[config.mk]
export PLATFORM = sky130hd
export DESIGN_NAME = ringController
export DESIGN_NICKNAME = d
export VERILOG_FILES = /design/src/common/ringPkg.sv /design/src/common/corePkg.sv /design/src/common/localSlotIf.sv /design/src/ringChannel/localQueue.sv /design/src/ringChannel/ringChannel.sv /design/src/design/ringController.sv
export VERILOG_INCLUDE_DIRS = /design/src /design/src/common
export SDC_FILE = /design/constraint.sdc
export NUM_CORES = 1
export LEC_CHECK = 0
export ABC_AREA = 0
export BUFFER_PORTS_ARGS = -buffer_cell sky130_fd_sc_hd__buf_2
export CAP_MARGIN = 0
export CORE_ASPECT_RATIO = 0.5
export CORE_UTILIZATION = 40
export CTS_BUF_LIST = sky130_fd_sc_hd__clkbuf_8
export DETAILED_ROUTE_END_ITERATION = 12
export GPL_TIMING_DRIVEN = 0
export SYNTH_ARGS = -nofsm -noshare
export SYNTH_HDL_FRONTEND = slang
export SYNTH_HIERARCHICAL = 1
export SYNTH_SLANG_ARGS = --single-unit
[constraint.sdc]
create_clock -name QClk -period 4 [get_ports QClk]
set_input_delay 0.2 -clock QClk [delete_from_list [all_inputs] [get_ports QClk]]
set_output_delay 0.2 -clock QClk [all_outputs]
set_load 0.05 [all_outputs]
[src/common/ring_macros.svh]
// ring controller sizes
// word, core id, thread and requestor widths
// local queue depth and ventilation limit

`ifndef RING_MACROS_SVH
`define RING_MACROS_SVH

// packet field widths
`define RC_DATA_W       32                              // address and data words
`define RC_CORE_ID_W    8
`define RC_THREAD_W     2
`define RC_REQUESTOR_W  (`RC_CORE_ID_W + `RC_THREAD_W)  // {core id, thread}

// local source buffering
`define RC_QUEUE_DEPTH  4                               // entries per local queue

// max local packets in a row before one forced bubble
`define RC_VENT_LIMIT   3

`endif

[src/common/ringPkg.sv]
// ring side types
// opcode encoding, ring packet and output slot select

`include "ring_macros.svh"

package ringPkg;

    // ==================================================================
    // opcode
    // ==================================================================
    typedef enum logic [1:0] {
        RD     = 2'b00,     // also the idle value of a bubble
        RD_RSP = 2'b01,
        WR     = 2'b10,
        WR_RSP = 2'b11
    } tOpcode;

    // ==================================================================
    // ring packet
    // ==================================================================
    // valid travels next to the packet and is not part of it
    typedef struct packed {
        logic [`RC_REQUESTOR_W-1:0] requestor;     // core id in the upper bits
        tOpcode                     opcode;
        logic [`RC_DATA_W-1:0]      address;
        logic [`RC_DATA_W-1:0]      data;
    } tRingPkt;

    // source of the next ring output slot
    typedef enum logic [1:0] {
        BUBBLE_OUT,
        RING_INPUT,
        LOCAL_OUT
    } tSlotSel;

endpackage

[src/common/corePkg.sv]
// core side item types
// core request and core response as held in the local queues

`include "ring_macros.svh"

package corePkg;

    // request from the core, requestor is formed later from CoreID
    typedef struct packed {
        ringPkg::tOpcode            opcode;
        logic [`RC_DATA_W-1:0]      address;
        logic [`RC_DATA_W-1:0]      data;
        logic [`RC_THREAD_W-1:0]    threadId;
    } tCoreReq;

    // response from the core
    typedef struct packed {
        ringPkg::tOpcode            opcode;
        logic [`RC_DATA_W-1:0]      address;
        logic [`RC_DATA_W-1:0]      data;
        logic [`RC_REQUESTOR_W-1:0] requestor;  // core supplies the target requestor
    } tCoreRsp;

endpackage

[src/common/localSlotIf.sv]
// local slot interface
// head valid and head packet from a local queue, pop strobe back
// from the ring channel

`timescale 1ns/100ps

interface localSlotIf;
    import ringPkg::*;

    logic    valid;     // queue holds at least one item
    tRingPkt pkt;       // head item already in ring format
    logic    pop;       // high in the LOCAL_OUT cycle only

    // queue side
    modport queue (
        output valid,
        output pkt,
        input  pop
    );

    // ring channel side
    modport channel (
        input  valid,
        input  pkt,
        output pop
    );

endinterface

[src/ringChannel/localQueue.sv]
// local source queue
// circular buffer with read and write pointers and a count
// stall level while full
// head item converted to a ring packet

`timescale 1ns/100ps
`include "ring_macros.svh"

module localQueue #(
    parameter type tItem = corePkg::tCoreReq
) (
    input  logic                     QClk,
    input  logic                     rst,
    input  logic [`RC_CORE_ID_W-1:0] CoreID,
    input  logic                     wrValid,
    input  tItem                     wrItem,
    output logic                     stall,
    localSlotIf.queue                slot
);
    import ringPkg::*;
    import corePkg::*;

    localparam int PTR_W = $clog2(`RC_QUEUE_DEPTH);
    localparam int CNT_W = $clog2(`RC_QUEUE_DEPTH + 1);

    tItem             mem [`RC_QUEUE_DEPTH];
    logic [PTR_W-1:0] rdPtr;
    logic [PTR_W-1:0] wrPtr;
    logic [CNT_W-1:0] count;
    logic             push;
    logic             pop;
    tItem             headItem;

    function automatic logic [PTR_W-1:0] nextPtr(input logic [PTR_W-1:0] ptr);
        return (ptr == PTR_W'(`RC_QUEUE_DEPTH - 1)) ? '0 : ptr + PTR_W'(1);
    endfunction

    assign stall      = (count == CNT_W'(`RC_QUEUE_DEPTH));
    assign push       = wrValid && !stall;          // write while full is lost
    assign pop        = slot.pop && slot.valid;
    assign slot.valid = (count != '0);
    assign headItem   = mem[rdPtr];

    always_ff @(posedge QClk) begin
        if (push) begin
            mem[wrPtr] <= wrItem;
        end
    end

    always_ff @(posedge QClk) begin
        if (rst) begin
            rdPtr <= '0;
            wrPtr <= '0;
            count <= '0;
        end else begin
            if (push) wrPtr <= nextPtr(wrPtr);
            if (pop)  rdPtr <= nextPtr(rdPtr);
            unique case ({push, pop})
                2'b10:   count <= count + CNT_W'(1);
                2'b01:   count <= count - CNT_W'(1);
                default: count <= count;    // idle or push with pop
            endcase
        end
    end

    // ==================================================================
    // head to ring packet, item kind told apart by its width
    // ==================================================================
    generate
        if ($bits(tItem) == $bits(tCoreReq)) begin : genReqHead
            tCoreReq req;
            assign req      = tCoreReq'(headItem);
            assign slot.pkt = '{requestor: {CoreID, req.threadId},  // we are the requestor
                                opcode:    req.opcode,
                                address:   req.address,
                                data:      req.data};
        end else begin : genRspHead
            tCoreRsp rsp;
            assign rsp      = tCoreRsp'(headItem);
            assign slot.pkt = '{requestor: rsp.requestor,
                                opcode:    rsp.opcode,
                                address:   rsp.address,
                                data:      rsp.data};
        end
    endgenerate

endmodule

[src/ringChannel/ringChannel.sv]
// ring channel
// input slot register and core id match
// ventilation counter and slot select
// registered ring output and core delivery

`timescale 1ns/100ps
`include "ring_macros.svh"

module ringChannel (
    input  logic                     QClk,
    input  logic                     rst,
    input  logic [`RC_CORE_ID_W-1:0] CoreID,
    input  logic                     inValid,
    input  ringPkg::tRingPkt         inPkt,
    output logic                     outValid,
    output ringPkg::tRingPkt         outPkt,
    output logic                     dlvValid,
    output ringPkg::tRingPkt         dlvPkt,
    localSlotIf.channel              localSlot
);
    import ringPkg::*;

    localparam int VENT_W = $clog2(`RC_VENT_LIMIT + 1);

    logic              inValidQ;
    tRingPkt           inPktQ;
    logic              coreMatch;
    logic              mustFwd;
    logic [VENT_W-1:0] ventCnt;
    logic              ventFull;
    tSlotSel           sel;
    logic              nextValid;
    tRingPkt           nextPkt;

    // ==================================================================
    // input slot
    // ==================================================================
    always_ff @(posedge QClk) begin
        if (rst) begin
            inValidQ <= 1'b0;
        end else begin
            inValidQ <= inValid;
        end
    end

    always_ff @(posedge QClk) begin
        inPktQ <= inPkt;    // payload, qualified by inValidQ
    end

    // our packet when the core field of the requestor is CoreID
    assign coreMatch = (inPktQ.requestor[`RC_REQUESTOR_W-1:`RC_THREAD_W] == CoreID);
    assign mustFwd   = inValidQ && !coreMatch;     // foreign traffic wins the slot

    // ==================================================================
    // ventilation and slot select
    // ==================================================================
    assign ventFull = (ventCnt == VENT_W'(`RC_VENT_LIMIT));

    always_comb begin
        if (mustFwd) begin
            sel = RING_INPUT;
        end else if (ventFull) begin
            sel = BUBBLE_OUT;               // forced gap for the other ring nodes
        end else if (localSlot.valid) begin
            sel = LOCAL_OUT;
        end else begin
            sel = BUBBLE_OUT;
        end
    end

    assign localSlot.pop = (sel == LOCAL_OUT);  // queue drops its head on this edge

    // counts local packets in a row
    always_ff @(posedge QClk) begin
        if (rst) begin
            ventCnt <= '0;
        end else begin
            unique case (sel)
                LOCAL_OUT:  ventCnt <= ventCnt + VENT_W'(1);
                BUBBLE_OUT: ventCnt <= '0;
                default:    ventCnt <= ventCnt;     // hold while forwarding
            endcase
        end
    end

    // ==================================================================
    // output slot
    // ==================================================================
    always_comb begin
        nextValid = 1'b0;
        nextPkt   = '0;         // bubble leaves every field zero
        unique case (sel)
            RING_INPUT: begin
                nextValid = 1'b1;
                nextPkt   = inPktQ;
            end
            LOCAL_OUT: begin
                nextValid = 1'b1;
                nextPkt   = localSlot.pkt;
            end
            default: begin
                nextValid = 1'b0;
            end
        endcase
    end

    always_ff @(posedge QClk) begin
        if (rst) begin
            outValid <= 1'b0;
            dlvValid <= 1'b0;
        end else begin
            outValid <= nextValid;
            dlvValid <= inValidQ && coreMatch;  // consumed here, never forwarded
        end
    end

    always_ff @(posedge QClk) begin
        outPkt <= nextPkt;
        if (inValidQ && coreMatch) begin
            dlvPkt <= inPktQ;   // kept until the next matching packet
        end
    end

endmodule

[src/design/ringController.sv]
// ring controller top
// request and response ring channels
// c2f request queue and f2c response queue
// plain port packing and unpacking

`timescale 1ns/100ps
`include "ring_macros.svh"

module ringController (
    input  logic                       QClk,
    input  logic                       rst,
    input  logic [`RC_CORE_ID_W-1:0]   CoreID,
    // request ring in
    input  logic                       RingReqInValid,
    input  logic [`RC_REQUESTOR_W-1:0] RingReqInRequestor,
    input  ringPkg::tOpcode            RingReqInOpcode,
    input  logic [`RC_DATA_W-1:0]      RingReqInAddress,
    input  logic [`RC_DATA_W-1:0]      RingReqInData,
    // response ring in
    input  logic                       RingRspInValid,
    input  logic [`RC_REQUESTOR_W-1:0] RingRspInRequestor,
    input  ringPkg::tOpcode            RingRspInOpcode,
    input  logic [`RC_DATA_W-1:0]      RingRspInAddress,
    input  logic [`RC_DATA_W-1:0]      RingRspInData,
    // request ring out
    output logic                       RingReqOutValid,
    output logic [`RC_REQUESTOR_W-1:0] RingReqOutRequestor,
    output ringPkg::tOpcode            RingReqOutOpcode,
    output logic [`RC_DATA_W-1:0]      RingReqOutAddress,
    output logic [`RC_DATA_W-1:0]      RingReqOutData,
    // response ring out
    output logic                       RingRspOutValid,
    output logic [`RC_REQUESTOR_W-1:0] RingRspOutRequestor,
    output ringPkg::tOpcode            RingRspOutOpcode,
    output logic [`RC_DATA_W-1:0]      RingRspOutAddress,
    output logic [`RC_DATA_W-1:0]      RingRspOutData,
    // core requests to the ring
    input  logic                       C2F_ReqValid,
    input  ringPkg::tOpcode            C2F_ReqOpcode,
    input  logic [`RC_DATA_W-1:0]      C2F_ReqAddress,
    input  logic [`RC_DATA_W-1:0]      C2F_ReqData,
    input  logic [`RC_THREAD_W-1:0]    C2F_ReqThreadID,
    output logic                       C2F_ReqStall,
    // core responses to the ring
    input  logic                       F2C_RspValid,
    input  ringPkg::tOpcode            F2C_RspOpcode,
    input  logic [`RC_DATA_W-1:0]      F2C_RspAddress,
    input  logic [`RC_DATA_W-1:0]      F2C_RspData,
    input  logic [`RC_REQUESTOR_W-1:0] F2C_RspRequestor,
    output logic                       F2C_RspStall,
    // requests delivered to the core
    output logic                       F2C_ReqValid,
    output ringPkg::tOpcode            F2C_ReqOpcode,
    output logic [`RC_DATA_W-1:0]      F2C_ReqAddress,
    output logic [`RC_DATA_W-1:0]      F2C_ReqData,
    // responses delivered to the core
    output logic                       C2F_RspValid,
    output ringPkg::tOpcode            C2F_RspOpcode,
    output logic [`RC_DATA_W-1:0]      C2F_RspData,
    output logic [`RC_THREAD_W-1:0]    C2F_RspThreadID
);
    import ringPkg::*;
    import corePkg::*;

    tRingPkt reqInPkt;
    tRingPkt rspInPkt;
    tRingPkt reqOutPkt;
    tRingPkt rspOutPkt;
    tRingPkt reqDlvPkt;
    tRingPkt rspDlvPkt;
    tCoreReq c2fItem;
    tCoreRsp f2cItem;

    localSlotIf reqSlot ();     // c2fQueue to reqChannel
    localSlotIf rspSlot ();     // f2cQueue to rspChannel

    // ==================================================================
    // port packing
    // ==================================================================
    assign reqInPkt = '{RingReqInRequestor, RingReqInOpcode, RingReqInAddress, RingReqInData};
    assign rspInPkt = '{RingRspInRequestor, RingRspInOpcode, RingRspInAddress, RingRspInData};
    assign c2fItem  = '{C2F_ReqOpcode, C2F_ReqAddress, C2F_ReqData, C2F_ReqThreadID};
    assign f2cItem  = '{F2C_RspOpcode, F2C_RspAddress, F2C_RspData, F2C_RspRequestor};

    assign {RingReqOutRequestor, RingReqOutOpcode, RingReqOutAddress, RingReqOutData} = reqOutPkt;
    assign {RingRspOutRequestor, RingRspOutOpcode, RingRspOutAddress, RingRspOutData} = rspOutPkt;

    assign F2C_ReqOpcode   = reqDlvPkt.opcode;
    assign F2C_ReqAddress  = reqDlvPkt.address;
    assign F2C_ReqData     = reqDlvPkt.data;
    assign C2F_RspOpcode   = rspDlvPkt.opcode;
    assign C2F_RspData     = rspDlvPkt.data;
    assign C2F_RspThreadID = rspDlvPkt.requestor[`RC_THREAD_W-1:0];   // thread of our request

    // ==================================================================
    // request side
    // ==================================================================
    localQueue #(.tItem(tCoreReq)) c2fQueue (
        .QClk(QClk), .rst(rst), .CoreID(CoreID),
        .wrValid(C2F_ReqValid), .wrItem(c2fItem), .stall(C2F_ReqStall), .slot(reqSlot)
    );

    ringChannel reqChannel (
        .QClk(QClk), .rst(rst), .CoreID(CoreID),
        .inValid(RingReqInValid), .inPkt(reqInPkt),
        .outValid(RingReqOutValid), .outPkt(reqOutPkt),
        .dlvValid(F2C_ReqValid), .dlvPkt(reqDlvPkt), .localSlot(reqSlot)
    );

    // response side
    localQueue #(.tItem(tCoreRsp)) f2cQueue (
        .QClk(QClk), .rst(rst), .CoreID(CoreID),
        .wrValid(F2C_RspValid), .wrItem(f2cItem), .stall(F2C_RspStall), .slot(rspSlot)
    );

    ringChannel rspChannel (
        .QClk(QClk), .rst(rst), .CoreID(CoreID),
        .inValid(RingRspInValid), .inPkt(rspInPkt),
        .outValid(RingRspOutValid), .outPkt(rspOutPkt),
        .dlvValid(C2F_RspValid), .dlvPkt(rspDlvPkt), .localSlot(rspSlot)
    );

endmodule

==> metrics.yaml <==
grt_overflow_total: 0
portBuffers: 569
placed_area_sq_um: 39100
dp_cells: 3567
worst_pin_slew_ns: 0.779
period_minus_slack_ns: 3.82
start_util_pct: 40.8
yosysWarningCount: 6
r2r_start: "rspChannel/inPktQ[70]"
cts.sinks: 1010
finClkSkew_ns: 0.0323
cp-end-kind: "flip-flop"
cp.arrival_ns: 4.56
avgSynthCellArea_sq_um: 18.8
hold_ws_ns: 0.0952
area_growth_pct: 34.8
cts_buffers: 141
die_w_um: 418
grt_first_pass_wirelength_um: 121000
nets: 3344
antenna_found_initial: 10
p_per_area_nw_per_um2: 625
num_vias: 19543
crit_type: "reg -> reg"
syn_inst: 1833
register_area_sq_um: 27000
grt_pass1_vias: 21477
cap_viol_max_count: 0
min_from: "RingReqInOpcode[0]"
period_share_pct: 95.4
die_area_sq_um: 87600
critPathLaunch: "rspChannel/inPktQ[70]"
synth_nets: 2159
slew_viol_final: 0
grt_max_degree: 59
gp_congestion: 0.764
coreArea_sq_um: 84600
fin_cells: 4299
fin_area_sq_um: 46600
startpoint_type: "flip-flop"
p_sw_mw: 9.93
cp.required_ns: 4.75
cts_tree: "yes"
insertion_delay_ns: 0.84
fp.dieH_um: 210
vdd_drop_max_uv: 350
multiInputGateArea_sq_um: 6390
ant_nets: 0
slew_headroom_pct: 48.0
power_leakage_nw: 18.9
clkPwrFrac_pct: 26.8
path_max_fanout: 10
p_comb_share_pct: 28.8
power.total_mw: 29.1
drcViolationCount: 0
finalSetupViolCount: 0
swShare_pct: 34.1
status: "complete, no violations"
cts_root_buf: "clkbuf_8"
internal-power_mw: 19.2
drive_gt1_share_pct: 31.5
cts_max_level: 4
drt-pass1-iter-count: 5
ios: 570
fin_ws_ns: 0.184
drtIter0Drc: 946
synth.cell_area_sq_um: 34500
clockBufferDepth: 3
totalWireLength_um: 81200
p_seq_share_pct: 44.5
hold_viol_final: 0
n_fill_cell: 6758
num_rows: 75
fmax_mhz: 262
wl_per_cell_um: 18.9
hold_class: "in -> reg"
pre_cts_ws_ns: -0.169
dp_hpwl_um: 50200
via_per_inst: 4.55
clk_pin_slew_ns: 0.07
grt_usage_pct: 18.6
[critical path, cell delays in order, from the launching register on]
cell,delay [ns]
dfxtp_1,0.41
xnor2_1,0.14
nand2_1,0.13
o41ai_4,0.68
buf_4,0.41
buf_6,0.23
and2_1,0.16
o31ai_1,0.14
inv_1,0.09
ha_1,0.17
inv_1,0.06
fa_1,0.37
xor2_1,0.16
or3_2,0.42
a21oi_1,0.16
[repair_timing]
item | 4_1_cts | 5_1_grt
hold buffers | 462 | 0
resized for setup | 2 | 2
endpoints found under the setup margin | 2 | 1
endpoints found under the hold margin | 818 | 0
pin swaps | 0 | 1
buffers inserted | 0 | 1
[stage by stage]
step | util (%) | setup TNS [ns]
floorplan | - | 0
global placement | 45.9 | -7.43
detailed placement | 46.2 | -0.319
CTS | 55.0 | 0
global route | 55.0 | -0.00311
finish | 55.0 | 0
[cell type report]
cell class | instances | share of cell area (%)
multi-input combinational | 576 | 13.7
buffer | 79 | 1.23
sequential | 1010 | 58.0
clock inverter | 94 | 0.986
antenna | 9 | 0.0484
tap | 1155 | 3.10
inverter | 168 | 1.35
timing repair buffer | 1042 | 16.6
clock buffer | 166 | 4.91
[power by group through the flow]
stage	clock network [mW]	registers [mW]	logic (mW)
6_report	7.79	12.9	8.37
2_1_floorplan	0	15.8	3.11
5_1_grt	8.47	13.1	8.91
3_3_place_gp	0	13.2	8.03
3_5_place_dp	0	13.2	8.12
4_1_cts	8.04	13.0	8.51
[flip-flops by register name, indices dropped and copies added, names as in the netlist, 36 cells and up, named ones only]
register,count
reqChannel/inPktQ,76
reqChannel/outPkt,76
rspChannel/dlvPkt,36
c2fQueue/mem,272
rspChannel/inPktQ,76
rspChannel/outPkt,76
reqChannel/dlvPkt,66
f2cQueue/mem,304
[per-layer routing]
| metal | track usage, % | share of wire, % | vias up |
|---|---|---|---|
| li1 | - | - | 9150 |
| met1 | 20.2 | 38 | 9854 |
| met2 | 34.8 | 56 | 378 |
| met3 | 4.01 | 3.8 | 161 |
| met4 | 7.98 | 2.9 | 0 |
| met5 | 0 | 0 | - |
[final timing paths]
path / endpoint / slack (ns) / depth (start not counted)
setup / recovery: f2cQueue/count[2] / 0.18 / 14
hold reg to reg: rspChannel/outPkt[47] / 0.43 / 2
hold / removal: reqChannel/inPktQ[64] / 0.1 / 2
setup reg to reg: f2cQueue/count[2] / 0.18 / 14
[placed cells by master (no fill, tap or decap), types with 16 or more instances in the layout]
master and n:
inv_1 235, dlygate4sd3_1 462, xnor2_1 16, clkbuf_8 166, nand2_1 164, buf_2 590
edfxtp_1 678, mux2i_1 158, clkbuf_1 23, dfxtp_1 332, mux4_2 144
Note: power is estimated with default switching activity, not from simulation.
